## src/hw/stream_fifo.sv

```systemverilog
module stream_fifo #(
	parameter int WIDTH    = 64,
	parameter int DEPTH    = 16,
	parameter int AF_THRES = 4
) (
	input  logic             i_clk,
	input  logic             i_arst_n,
	input  logic [WIDTH-1:0] i_wr_data,
	input  logic             i_wr_en,
	input  logic             i_rd_en,
	output logic [WIDTH-1:0] o_rd_data,
	output logic             o_empty,
	output logic             o_almost_full
);

	localparam int PTR_W = $clog2(DEPTH);
	localparam int CNT_W = $clog2(DEPTH + 1);

	logic [WIDTH-1:0] mem [DEPTH];
	logic [PTR_W-1:0] wr_ptr;
	logic [PTR_W-1:0] rd_ptr;
	logic [CNT_W-1:0] count;

	assign o_rd_data     = mem[rd_ptr]; // Fall-through head
	assign o_empty       = (count == '0);
	assign o_almost_full = (DEPTH - int'(count)) <= AF_THRES;

	always_ff @(posedge i_clk) begin
		if (i_wr_en)
			mem[wr_ptr] <= i_wr_data;
	end

	always_ff @(posedge i_clk or negedge i_arst_n) begin
		if (!i_arst_n) begin
			wr_ptr <= '0;
			rd_ptr <= '0;
			count  <= '0;
		end else begin
			if (i_wr_en)
				wr_ptr <= (wr_ptr == PTR_W'(DEPTH - 1)) ? '0 : wr_ptr + 1'b1;
			if (i_rd_en)
				rd_ptr <= (rd_ptr == PTR_W'(DEPTH - 1)) ? '0 : rd_ptr + 1'b1;
			case ({i_wr_en, i_rd_en})
				2'b10:   count <= count + 1'b1;
				2'b01:   count <= count - 1'b1;
				default: count <= count;
			endcase
		end
	end

	a_no_overflow: assert property (@(posedge i_clk) disable iff (!i_arst_n)
		i_wr_en |-> count != CNT_W'(DEPTH));

	a_no_underflow: assert property (@(posedge i_clk) disable iff (!i_arst_n)
		i_rd_en |-> !o_empty);

endmodule

```

## config.mk

```make
export PLATFORM = sky130hd
export DESIGN_NAME = stream_fifo
export DESIGN_NICKNAME = d
export VERILOG_FILES = /design/src/hw/stream_fifo.sv
export SDC_FILE = /design/constraint.sdc
export NUM_CORES = 1
export LEC_CHECK = 0
export BUFFER_PORTS_ARGS = -buffer_cell sky130_fd_sc_hd__buf_2
export CAP_MARGIN = 40
export CORE_MARGIN = 2
export CORE_UTILIZATION = 25
export CTS_BUF_LIST = sky130_fd_sc_hd__clkbuf_4
export DETAILED_ROUTE_END_ITERATION = 8
export MAX_ROUTING_LAYER = met4
export PLACE_DENSITY = 0.39
export RECOVER_POWER = 25
export SLEW_MARGIN = 25
export SYNTH_ARGS = -nofsm -noshare
export SYNTH_HDL_FRONTEND = slang
export SYNTH_SLANG_ARGS = --single-unit
```

## constraint.sdc

```tcl
create_clock -name i_clk -period 5.45 [get_ports i_clk]
set_input_delay 0.545 -clock i_clk [delete_from_list [all_inputs] [get_ports i_clk]]
set_output_delay 0.545 -clock i_clk [all_outputs]
set_load 0.05 [all_outputs]
```

==> impl_table.tex, run 1 <==
\begin{tabular}{lr}
\hline
Metric & Value \\
\hline
\multicolumn{2}{l}{\textbf{Routing}} \\
\quad Number of DRC markers after the initial detailed-route iteration & 1222 \\
\quad Number of remaining DRC errors & 0 \\
\quad Vias per cell & 4.49 \\
\quad Wire length reported by the detailed router & 110000 um \\
\quad First-pass iteration count of the detailed router & 5 \\
\quad Antenna-violating nets left & 0 \\
\quad Number of vias after detailed routing & 20.8k \\
\quad Drt wl/cell & 23.7 um \\
\multicolumn{2}{l}{\textbf{Clocking}} \\
\quad Clock network latency to the later pin of the worst-skew pair & 1.23 ns \\
\quad Clock transition at the registers of the reported paths & 0.06 ns \\
\quad Number of hold buffers added after CTS & 68 \\
\quad Clock sink count & 1037 \\
\quad Number of gates given a new drive strength after cts & 0 \\
\quad Clock Root Buffer & clkbuf\_4 \\
\quad Number of buffers added by the clock tree synthesis step & 310 \\
\quad CTS tree & built \\
\quad Max clock buf depth & 4 \\
\quad \# Post-CTS Setup Buffers & 0 \\
\quad H-tree level count & 5 \\
\multicolumn{2}{l}{\textbf{Placed design}} \\
\quad Buffers on Ports & 133 \\
\quad Routability congestion estimate & 0.691 \\
\quad DP Wirelength & 56200 um \\
\quad Setup WS pre-CTS & 1.91 ns \\
\quad Number of placed instances with taps included & 4042 \\
\multicolumn{2}{l}{\textbf{Power}} \\
\quad Sw Share & 0.354 \\
\quad Combinational fraction of design power & 0.318 \\
\quad Design internal power & 15.9 mW \\
\quad IR drop worst, VDD & 342 uV \\
\quad Net switching power figure & 8.75 mW \\
\quad Power density over cell area & 515 nW/um\^{}2 \\
\quad Static Leak & 16.1 nW \\
\quad Part of the total power dissipated in the clock network & 0.282 \\
\quad Proportion of power drawn by flip-flops and latches & 0.400 \\
\multicolumn{2}{l}{\textbf{GRT}} \\
\quad Largest net degree at the start of global routing & 71 \\
\quad Overflow left after global routing & 0 \\
\quad Number of global-route vias before repair & 22.8k \\
\quad Antenna violations before repair & 14 \\
\quad First-pass GRT wire length & 157000 um \\
\quad Total global routing track utilization & 0.139 \\
\multicolumn{2}{l}{\textbf{Critical path}} \\
\quad Crit path launch & rd\_ptr[0] \\
\quad Arrival @ worst endpoint & 4.12 ns \\
\quad Maximum fanout count along the critical path & 36 \\
\quad Number of buffer and inverter stages on the critical path & 2 \\
\quad CP max-delay cell & dfrtp\_4 \\
\quad Critical register-to-register path startpoint & wr\_ptr[2] \\
\quad CP Launch Type & flip-flop \\
\quad Critical path's top delay family & flip-flops \\
\quad Largest stage delay on the critical path & 0.91 ns \\
\quad Cell breakdown of the critical path & buf\_4 > mux4\_1 > a22o\_1 > a21o\_1 > buf\_2 \\
\quad Worst Path Required & 4.91 ns \\
\quad Type of the setup path with the least slack & flip-flop to output pin \\
\quad Type of element capturing the critical path & output pin \\
\multicolumn{2}{l}{\textbf{Yosys}} \\
\quad Netlist Area Pre-Place & 40100 sq um \\
\quad Mean post-synth cell area & 21.3 sq um \\
\quad Number of enable flip-flop cells after synthesis & 1024 \\
\quad Leading area contributor after synthesis & edfxtp\_1 \\
\quad Fraction of post-synthesis cell area in the top cell type by area & 0.766 \\
\quad Most area-consuming cells after synthesis & edfxtp\_1 77\%, mux4\_2 4.9\%, mux2\_2 3.6\% \\
\quad Most repeated cell in the gate-level netlist after synthesis & edfxtp\_1 \\
\quad Net count of the mapped netlist & 1962 \\
\quad Fraction of registers with async set or reset after synthesis & 0.0125 \\
\quad Cell count after synthesis & 1883 \\
\quad Distinct cell type count after synthesis & 38 \\
\quad Sequential share of the synthesized area & 0.775 \\
\quad Count of synthesis-stage warnings from yosys & 0 \\
\quad Top\_reg\_cell synth & edfxtp\_1 \\
\quad Yosys reg bits & 1037 \\
\quad Synth cell count leaders & 1024 x edfxtp\_1, 130 x mux2\_2, 129 x mux2i\_1 \\
\multicolumn{2}{l}{\textbf{Timing}} \\
\quad Fin Clk Skew & 0.0656 ns \\
\quad Final total negative setup slack & 0 ns \\
\quad Worst relative slew slack & 0.451 \\
\quad Count of final max-slew check failures & 0 \\
\quad Final worst slack & 0.787 ns \\
\quad Period Utilization, post-route & 0.856 \\
\quad Final hold violation count & 0 \\
\quad Fmax & 214 MHz \\
\quad Number of endpoints failing setup at the final stage & 0 \\
\quad RSZ-0062 raised after global routing & false \\
\quad Final worst path period need & 4.66 ns \\
\quad Slew at the pin closest to its max-slew limit & 0.824 ns \\
\multicolumn{2}{l}{\textbf{Cells and area}} \\
\quad Share of cells above drive strength 1 & 0.333 \\
\quad Layout net count & 2416 \\
\quad Utilization after layout & 0.299 \\
\quad Layout overhead on the synthesized area & 19.4\% \\
\quad Non-filler instance count after layout & 4634 \\
\multicolumn{2}{l}{\textbf{Die}} \\
\quad Initial core utilization & 0.251 \\
\quad Top-level port count & 134 \\
\quad Floorplan Core Area & 160000 sq um \\
\quad Std cell rows & 147 \\
\quad Die ar. & 164000 sq um \\
\quad Vert. Die Dim & 405 um \\
\quad Die Span X & 405 um \\
\multicolumn{2}{l}{\textbf{Outcome}} \\
\quad Result of the run & complete, no violations \\
\multicolumn{2}{l}{\textbf{Hold path}} \\
\quad Worst hold path startpoint & i\_wr\_en \\
\quad Worst min-delay path category & input pin to flip-flop \\
\multicolumn{2}{l}{\textbf{Job}} \\
\quad Number of max-cap violations & 0 \\
\hline
\end{tabular}
-- worst reg2reg max path, stage by stage, from the launching register on --
cell	delay, ns
dfrtp_1	0.56
nand2_1	0.37
nor2_4	0.59
buf_4	0.69
-- kinds of logic (layout without fill, tap and decap cells) --
family,after synthesis,in the layout,share of synthesized area
buffers and inverters,119,771,0.0179
multiplexers,387,387,0.144
AND/OR/NAND/NOR,50,50,0.00583
AO/OA/AOI/OAI,273,273,0.0524
other,0,13,0
adder cells (fa/ha/maj),11,11,0.00362
flip-flops,1037,1037,0.775
XOR/XNOR,6,6,0.00131
-- layout by cell type, fill, tap and decap left out, types with 3 or more instances in the layout --
cell,n
inv_2,6
clkinv_2,11
a21oi_1,4
buf_4,23
xnor2_1,4
dfrtp_1,10
mux2_2,130
o21ai_0,7
clkbuf_1,45
clkinv_1,49
nor2_4,16
a22o_1,64
inv_1,8
dlygate4sd3_1,68
diode_2,13
nand2_1,14
nand2b_1,5
mux4_1,41
edfxtp_1,1024
clkbuf_4,443
a221oi_1,64
mux4_2,87
a21o_1,65
o22ai_1,65
dfrtp_4,3
buf_12,26
ha_1,10
buf_2,88
mux2i_1,129
-- final timing paths --
kind,end,slack (ns),cells after the start
worst max-delay path,o_rd_data[52],0.79,5
worst min-delay path,wr_ptr[1],0.24,3
worst max register to register,mem[14][41],2.82,3
worst min register to register,count[0],0.54,1
max in group asynchronous,wr_ptr[0],4.82,4
min in group asynchronous,count[4],0.25,3
-- metal layers --
| metal | track usage | up-vias | wire length [um] | part of all wire |
|---|---|---|---|---|
| met5 | - | - | 0 | 0 |
| met4 | 0.0459 | 0 | 2300 | 0.021 |
| met3 | 0.0389 | 184 | 5830 | 0.053 |
| met2 | 0.222 | 580 | 53800 | 0.49 |
| met1 | 0.169 | 11000 | 48100 | 0.44 |
| li1 | - | 9069 | - | - |
-- power by group through the flow --
stage,clock (mW),sequential [mW],combinational (mW)
detailed placement,0,10.1,8.04
finish,6.96,9.88,7.85
global route,7.75,9.94,8.37
global placement,0,10.1,7.90
CTS,7.31,9.89,8.10
floorplan,0,9.87,5.46
-- per-stage QoR --
| step | power, mW | hold WS (ns) | area (sq um) |
|---|---|---|---|
| finish | 24.7 | 0.242 | 47900 |
| global route | 26.1 | 0.116 | 47900 |
| CTS | 25.3 | 0.0136 | 47900 |
| detailed placement | 18.1 | 0.491 | 43600 |
| global placement | 18.0 | 0.490 | 43500 |
| floorplan | 15.3 | 0.249 | 40100 |
-- state kept, by name, indices dropped and copies added (netlist names) --
signal / cells
mem: 1024
rd_ptr: 4
wr_ptr: 4
count: 5
-- area by class of cell --
cell class              instances  area [sq um]
fillers                     15800        112000
flip-flops and latches       1037         31100
multi-input cells             727          8490
clock buffers                 443          3330
well taps                    2086          2610
repair buffers                253          2050
clock inverters                67           292
diodes                         13          32.5
inverters                       8          30.0
Power figures use the tool's default switching activity.
==> run 2: changes to the inputs <==
--- a/config.mk
+++ b/config.mk
@@ -11,9 +11,7 @@
 export CORE_UTILIZATION = 25
 export CTS_BUF_LIST = sky130_fd_sc_hd__clkbuf_4
 export DETAILED_ROUTE_END_ITERATION = 8
-export MAX_ROUTING_LAYER = met4
-export PLACE_DENSITY = 0.39
-export RECOVER_POWER = 25
+export PLACE_DENSITY = 0.38
 export SLEW_MARGIN = 25
 export SYNTH_ARGS = -nofsm -noshare
 export SYNTH_HDL_FRONTEND = slang
==> constraint.sdc (replaced) <==
create_clock -name i_clk -period 5.9 [get_ports i_clk]
set_input_delay 0.59 -clock i_clk [delete_from_list [all_inputs] [get_ports i_clk]]
set_output_delay 0.59 -clock i_clk [all_outputs]
set_load 0.05 [all_outputs]
==> run 2 against run 1 <==
First-iteration DRC count is essentially flat; clock skew rose by 0.0014 ns; critical path type unchanged; sequential share of layout area down 0.095 points; non-clock buffer count increased by 6; largest power group unchanged; global-route usage shrank 0.13 points; largest cell class unchanged; sequential power shrank 8.2%; combinational power is 6.8% lower.
==> impl_table.tex, run 2 (synthesis results as in run 1) <==
\begin{tabular}{lr}
\hline
Metric & Value \\
\hline
\multicolumn{2}{l}{\textbf{Timing}} \\
\quad Worst relative slew slack & 0.429 (-0.0216) \\
\quad Number of endpoints failing setup at the final stage & 0 (unchanged) \\
\quad Final total negative setup slack & 0 ns (unchanged) \\
\quad Fin Clk Skew & 0.0670 ns (+0.00140 ns) \\
\quad Final hold violation count & 0 (unchanged) \\
\quad RSZ-0062 raised after global routing & false \\
\quad Count of final max-slew check failures & 0 (unchanged) \\
\quad Period Utilization, post-route & 0.772 \\
\quad Slew at the pin closest to its max-slew limit & 0.856 ns (+0.0325 ns) \\
\quad Fmax & 219 MHz \\
\quad Final worst path period need & 4.56 ns \\
\multicolumn{2}{l}{\textbf{GRT}} \\
\quad Antenna violations before repair & 10 (-4) \\
\quad First-pass GRT wire length & 160000 um (+1.6\%) \\
\quad Number of global-route vias before repair & 22.6k (-0.76\%) \\
\quad Total global routing track utilization & 0.137 (-0.00128) \\
\quad Largest net degree at the start of global routing & 91 (+28\%) \\
\quad Overflow left after global routing & 0 (unchanged) \\
\multicolumn{2}{l}{\textbf{Power}} \\
\quad IR drop worst, VDD & 330 uV (-3.4\%) \\
\quad Power density over cell area & 477 nW/um\^{}2 (-7.5\%) \\
\quad Overall power & 22.9 mW (-7.4\%) \\
\quad Static Leak & 16.3 nW (+0.96\%) \\
\multicolumn{2}{l}{\textbf{Critical path}} \\
\quad Type of the setup path with the least slack & flip-flop to output pin \\
\quad Maximum fanout count along the critical path & 45 (+25\%) \\
\quad Worst Path Required & 5.31 ns (+0.40 ns) \\
\quad Type of element capturing the critical path & output pin \\
\quad Worst Reg2Reg Path Length in Cells & 6 (+3) \\
\quad CP Launch Type & flip-flop \\
\quad Arrival @ worst endpoint & 3.97 ns (-0.15 ns) \\
\multicolumn{2}{l}{\textbf{Routing}} \\
\quad Drt wl/cell & 24.3 um (+2.4\%) \\
\quad Met1 Wirelength & 48900 um (+1.7\%) \\
\quad Number of remaining DRC errors & 0 (unchanged) \\
\quad Met3 layer wire length in the routed design & 4550 um (-22\%) \\
\quad Vias per cell & 4.45 (-0.92\%) \\
\quad First-pass iteration count of the detailed router & 5 (unchanged) \\
\quad Antenna-violating nets left & 0 (unchanged) \\
\quad Number of DRC markers after the initial detailed-route iteration & 1223 (+0.082\%) \\
\quad Met2 layer wire length in the routed design & 56500 um (+4.9\%) \\
\quad Number of vias after detailed routing & 20.6k (-1.1\%) \\
\quad Wire length reported by the detailed router & 112000 um (+2.2\%) \\
\quad Top Layer Used & met5 \\
\multicolumn{2}{l}{\textbf{Clocking}} \\
\quad Clock network latency to the later pin of the worst-skew pair & 1.18 ns (-0.05 ns) \\
\quad Clock sink count & 1037 (unchanged) \\
\quad \# Post-CTS Setup Buffers & 0 (unchanged) \\
\quad H-tree level count & 5 (unchanged) \\
\quad CTS tree & built \\
\quad Number of gates given a new drive strength after cts & 0 (unchanged) \\
\quad Number of hold buffers added after CTS & 68 (unchanged) \\
\quad Number of buffers added by the clock tree synthesis step & 307 (-0.97\%) \\
\quad Clock Root Buffer & clkbuf\_4 \\
\quad Clock transition at the registers of the reported paths & 0.06 ns (about the same) \\
\quad Max clock buf depth & 4 (unchanged) \\
\multicolumn{2}{l}{\textbf{Die}} \\
\quad Die ar. & 164000 sq um (unchanged) \\
\quad Initial core utilization & 0.251 (unchanged) \\
\quad Floorplan Core Area & 160000 sq um (unchanged) \\
\quad Std cell rows & 147 (unchanged) \\
\quad Vert. Die Dim & 405 um (unchanged) \\
\quad Die Span X & 405 um (unchanged) \\
\quad Top-level port count & 134 (unchanged) \\
\multicolumn{2}{l}{\textbf{Outcome}} \\
\quad Result of the run & complete, no violations \\
\multicolumn{2}{l}{\textbf{Placed design}} \\
\quad DP Wirelength & 60100 um (+7.1\%) \\
\quad Routability congestion estimate & 0.681 (-1.3\%) \\
\quad Buffers on Ports & 133 (unchanged) \\
\multicolumn{2}{l}{\textbf{Job}} \\
\quad Number of max-cap violations & 0 (unchanged) \\
\multicolumn{2}{l}{\textbf{Cells and area}} \\
\quad Fill cells & 15.8k (+0.23\%) \\
\quad Largest register by flop count & mem \\
\quad Register Area & 31100 sq um (unchanged) \\
\quad Layout overhead on the synthesized area & 19.6\% \\
\quad Layout net count & 2419 (+0.12\%) \\
\quad Share of cells above drive strength 1 & 0.352 (+0.0197) \\
\quad Flip-flop count of the largest register, all copies and words added & 1024 (unchanged) \\
\quad Area occupied by multi-input gates & 8490 sq um (about the same) \\
\quad Utilization after layout & 0.300 (+0.000438) \\
\quad Regs by FF count & mem x1024, count x5 \\
\quad Leading cell types in the layout, fill and taps excluded & 1024 x edfxtp\_1, 447 x clkbuf\_4, 133 x buf\_2 \\
\quad Most frequent standard cell in the layout excluding fill and tap cells & edfxtp\_1 \\
\multicolumn{2}{l}{\textbf{Hold path}} \\
\quad Worst min-delay path category & input pin to flip-flop \\
\quad Cell depth of the worst hold path & 4 (+1) \\
\hline
\end{tabular}
==> run 2: changes by cell type in the layout (fill, tap and decap cells not counted), sizes merged <==
cell,change
clkinv,-12
clkbuf,-41
inv,-2
buf,+51
bufinv,+1
diode,-4
==> run 2: path summary, 6_finish.rpt <==
kind | slack (ns) | from | to
worst max-delay path | 1.34 | rd_ptr[1] | o_rd_data[44]
worst min-delay path | 0.32 | i_rd_en | rd_ptr[3]
worst max register to register | 3.05 | wr_ptr[0] | mem[0][28]
worst min register to register | 0.53 | count[0] | count[0]
max in group asynchronous | 4.85 | i_arst_n | rd_ptr[2]
min in group asynchronous | 0.52 | i_arst_n | count[4]
==> run 2: metrics by stage <==
step                      hold slack (ns)  cells  worst slack [ns]  area (sq um)
after floorplan                     0.294   1883            0.0152         40100
after global placement              0.518   4038              2.24         43400
after detailed placement            0.524   4049              2.45         43700
after CTS                           0.157   4618              1.08         48000
after global routing                0.196   4625              1.04         48000
final                               0.318   4627              1.34         48000
==> run 2: worst max-delay path, cell delays in order (launching register included) <==
cell	delay, ns
dfrtp_1	0.74
nor2b_4	0.81
buf_12	0.42
a22o_1	0.38
a21o_1	0.14
buf_2	0.26
==> run 2: layer usage <==
layer  vias up  global-route usage
met1     10800               0.171
met5         -                   0
met4         8              0.0452
li1       9041                   -
met2       520               0.235
met3       230              0.0308
==> run 2: power by group <==
part	total (mW)	internal [mW]	switching (mW)
Sequential	9.07	8.82	0.247
Combinational	7.32	2.44	4.87
Clock	6.49	3.52	2.97
==> run 2: final cells by class <==
class,count,share of cell area
flip-flops and latches,1037,0.648
multi-input cells,727,0.177
clock buffers,447,0.0699
well taps,2086,0.0544
repair buffers,259,0.0445
clock inverters,54,0.00548
inverters,8,0.000626
diodes,9,0.000469
==> run 3: changes to the inputs <==
--- a/config.mk
+++ b/config.mk
@@ -11,7 +11,7 @@
 export CORE_UTILIZATION = 25
 export CTS_BUF_LIST = sky130_fd_sc_hd__clkbuf_4
 export DETAILED_ROUTE_END_ITERATION = 8
-export PLACE_DENSITY = 0.38
+export PLACE_DENSITY = 0.39
 export SLEW_MARGIN = 25
 export SYNTH_ARGS = -nofsm -noshare
 export SYNTH_HDL_FRONTEND = slang
==> constraint.sdc (replaced) <==
create_clock -name i_clk -period 3.9 [get_ports i_clk]
set_input_delay 0.39 -clock i_clk [delete_from_list [all_inputs] [get_ports i_clk]]
set_output_delay 0.39 -clock i_clk [all_outputs]
set_load 0.05 [all_outputs]
==> run 3 against run 2 <==
Sequential share of layout area down 1.7 points; utilization up 0.81 points; final area up 2.7%; clock skew down 0.0022 ns; final cell count up 1.6%; power up 55%; via count up 4.0%; critical path type unchanged; largest power group unchanged.
==> impl_table.tex, run 3 (synthesis results as in run 1) <==
\begin{tabular}{lr}
\hline
Metric & Value \\
\hline
\multicolumn{2}{l}{\textbf{Timing}} \\
\quad Period Utilization, post-route & 0.957 \\
\quad Fmax & 268 MHz \\
\quad Final hold violation count & 0 (unchanged) \\
\quad Number of endpoints failing setup at the final stage & 0 (unchanged) \\
\quad Slew at the pin closest to its max-slew limit & 0.818 ns (-0.0385 ns) \\
\quad Fin Clk Skew & 0.0648 ns (-0.00218 ns) \\
\quad Final worst path period need & 3.73 ns \\
\quad Count of final max-slew check failures & 0 (unchanged) \\
\quad Worst relative slew slack & 0.455 (+0.0257) \\
\multicolumn{2}{l}{\textbf{Clocking}} \\
\quad Clock network latency to the later pin of the worst-skew pair & 1.23 ns (+0.05 ns) \\
\quad Max clock buf depth & 4 (unchanged) \\
\quad Clock transition at the registers of the reported paths & 0.06 ns (about the same) \\
\quad Number of buffers added by the clock tree synthesis step & 302 (-1.6\%) \\
\quad CTS tree & built \\
\quad Clock sink count & 1037 (unchanged) \\
\quad Clock Root Buffer & clkbuf\_4 \\
\quad H-tree level count & 5 (unchanged) \\
\multicolumn{2}{l}{\textbf{Cells and area}} \\
\quad Share of cells above drive strength 1 & 0.354 (+0.00189) \\
\quad Flip-flop count of the largest register, all copies and words added & 1024 (unchanged) \\
\quad Regs by FF count & mem x1024, count x5 \\
\quad Layout overhead on the synthesized area & 22.8\% \\
\quad Layout net count & 2499 (+3.3\%) \\
\quad Leading cell types in the layout, fill and taps excluded & 1024 x edfxtp\_1, 445 x clkbuf\_4, 130 x mux2\_2 \\
\quad Most frequent standard cell in the layout excluding fill and tap cells & edfxtp\_1 \\
\quad Utilization after layout & 0.308 (+0.00809) \\
\quad Final std cell area, no fill & 49300 sq um (+2.7\%) \\
\quad Largest register by flop count & mem \\
\multicolumn{2}{l}{\textbf{Routing}} \\
\quad Vias per cell & 4.55 (+2.4\%) \\
\quad Met1 Wirelength & 52700 um (+7.8\%) \\
\quad Antenna-violating nets left & 0 (unchanged) \\
\quad Number of DRC markers after the initial detailed-route iteration & 1343 (+9.8\%) \\
\quad Met3 layer wire length in the routed design & 4760 um (+4.7\%) \\
\quad Number of remaining DRC errors & 0 (unchanged) \\
\quad Top Layer Used & met5 \\
\quad Met2 layer wire length in the routed design & 58600 um (+3.7\%) \\
\quad Wire length reported by the detailed router & 119000 um (+5.6\%) \\
\quad Drt wl/cell & 25.3 um (+3.9\%) \\
\quad Number of vias after detailed routing & 21.4k (+4.0\%) \\
\quad First-pass iteration count of the detailed router & 5 (unchanged) \\
\multicolumn{2}{l}{\textbf{Critical path}} \\
\quad Maximum fanout count along the critical path & 19 (-58\%) \\
\quad CP Launch Type & flip-flop \\
\quad Arrival @ worst endpoint & 3.34 ns (-0.63 ns) \\
\quad Type of the setup path with the least slack & flip-flop to output pin \\
\quad Type of element capturing the critical path & output pin \\
\quad Worst Path Required & 3.51 ns (-1.80 ns) \\
\multicolumn{2}{l}{\textbf{Power}} \\
\quad IR drop worst, VDD & 538 uV (+63\%) \\
\quad Static Leak & 16.8 nW (+3.3\%) \\
\quad Power density over cell area & 720 nW/um\^{}2 (+51\%) \\
\multicolumn{2}{l}{\textbf{GRT}} \\
\quad Overflow left after global routing & 0 (unchanged) \\
\quad Antenna violations before repair & 10 (unchanged) \\
\quad First-pass GRT wire length & 166000 um (+3.9\%) \\
\quad Total global routing track utilization & 0.144 (+0.00719) \\
\quad Largest net degree at the start of global routing & 66 (-27\%) \\
\quad Number of global-route vias before repair & 22.7k (+0.68\%) \\
\multicolumn{2}{l}{\textbf{Die}} \\
\quad Die ar. & 164000 sq um (unchanged) \\
\quad Vert. Die Dim & 405 um (unchanged) \\
\quad Floorplan Core Area & 160000 sq um (unchanged) \\
\quad Die Span X & 405 um (unchanged) \\
\quad Initial core utilization & 0.251 (unchanged) \\
\quad Std cell rows & 147 (unchanged) \\
\quad Top-level port count & 134 (unchanged) \\
\multicolumn{2}{l}{\textbf{Job}} \\
\quad Number of max-cap violations & 0 (unchanged) \\
\multicolumn{2}{l}{\textbf{Outcome}} \\
\quad Result of the run & complete, no violations \\
\multicolumn{2}{l}{\textbf{Placed design}} \\
\quad Buffers on Ports & 133 (unchanged) \\
\quad DP Wirelength & 55500 um (-7.6\%) \\
\quad Routability congestion estimate & 0.671 (-1.5\%) \\
\quad Placement Cell Area & 43800 sq um (+0.30\%) \\
\multicolumn{2}{l}{\textbf{Hold path}} \\
\quad Worst min-delay path category & input pin to flip-flop \\
\hline
\end{tabular}
## run 3: changes by cell type in the layout (fill, tap and decap cells not counted), sizes merged, moves of 2 or more
cell	before	now
buf	191	217
clkinv	48	46
bufbuf	0	4
inv	12	9
dlygate4sd3	68	118
clkbuf	447	445
## run 3: critical path, stage by stage (launching register included)
cell	delay [ns]
dfrtp_4	0.49
buf_12	0.18
buf_6	0.27
mux2_2	0.37
o22ai_1	0.27
a221oi_2	0.06
a21o_1	0.28
buf_4	0.22
## run 3: area by class of cell
cell class | count | area, sq um
Timing Repair Buffer | 342 | 3440
Antenna cell | 8 | 20.0
Inverter | 8 | 30.0
Clock inverter | 48 | 211
Tap cell | 2086 | 2610
Clock buffer | 442 | 3320
Fill cell | 15700 | 111000
Multi-Input combinational cell | 729 | 8560
Sequential cell | 1037 | 31100
## run 3: path summary, 6_finish.rpt
path,to,from,depth (start not counted),slack (ns)
max in group asynchronous,rd_ptr[0],i_arst_n,5,2.82
max,o_rd_data[12],rd_ptr[2],7,0.17
max reg2reg,mem[6][47],wr_ptr[2],3,1.52
min reg2reg,count[0],count[0],1,0.54
min,rd_ptr[1],i_rd_en,3,0.14
min in group asynchronous,count[4],i_arst_n,4,0.61
## run 3: through the flow
stage	hold WS, ns	std cells	total power, mW	setup WS [ns]	setup TNS [ns]
4_1_cts	0.000118	4689	36.2	-0.00249	-0.00433
2_1_floorplan	0.0944	1883	21.4	-0.119	-21.58
6_report	0.138	4700	35.5	0.167	0
3_3_place_gp	0.333	4050	25.3	0.907	0
5_1_grt	0.0246	4699	37.2	-0.0208	-0.103
3_5_place_dp	0.340	4053	25.4	0.912	0
## run 3: layer usage
layer | up-vias | track usage
met5 | - | 0
met3 | 232 | 0.0297
met4 | 12 | 0.0497
met1 | 11400 | 0.186
met2 | 563 | 0.242
li1 | 9237 | -
## run 3: where the power goes
group          total (mW)  internal, mW  switching, mW
clock network        9.64          5.19           4.45
logic                12.1          4.34           7.79
registers            13.7          13.3          0.364
## run 3: what timing repair did
| item | in CTS | in global routing |
|---|---|---|
| endpoints found under the hold margin | 1051 | 2 |
| setup buffers | 17 | 0 |
| hold buffers | 117 | 1 |
| setup endpoints to repair | 64 | 7 |
| gates resized for setup | 44 | 9 |
| pin swaps | 2 | 0 |
| cloned | 12 | 0 |
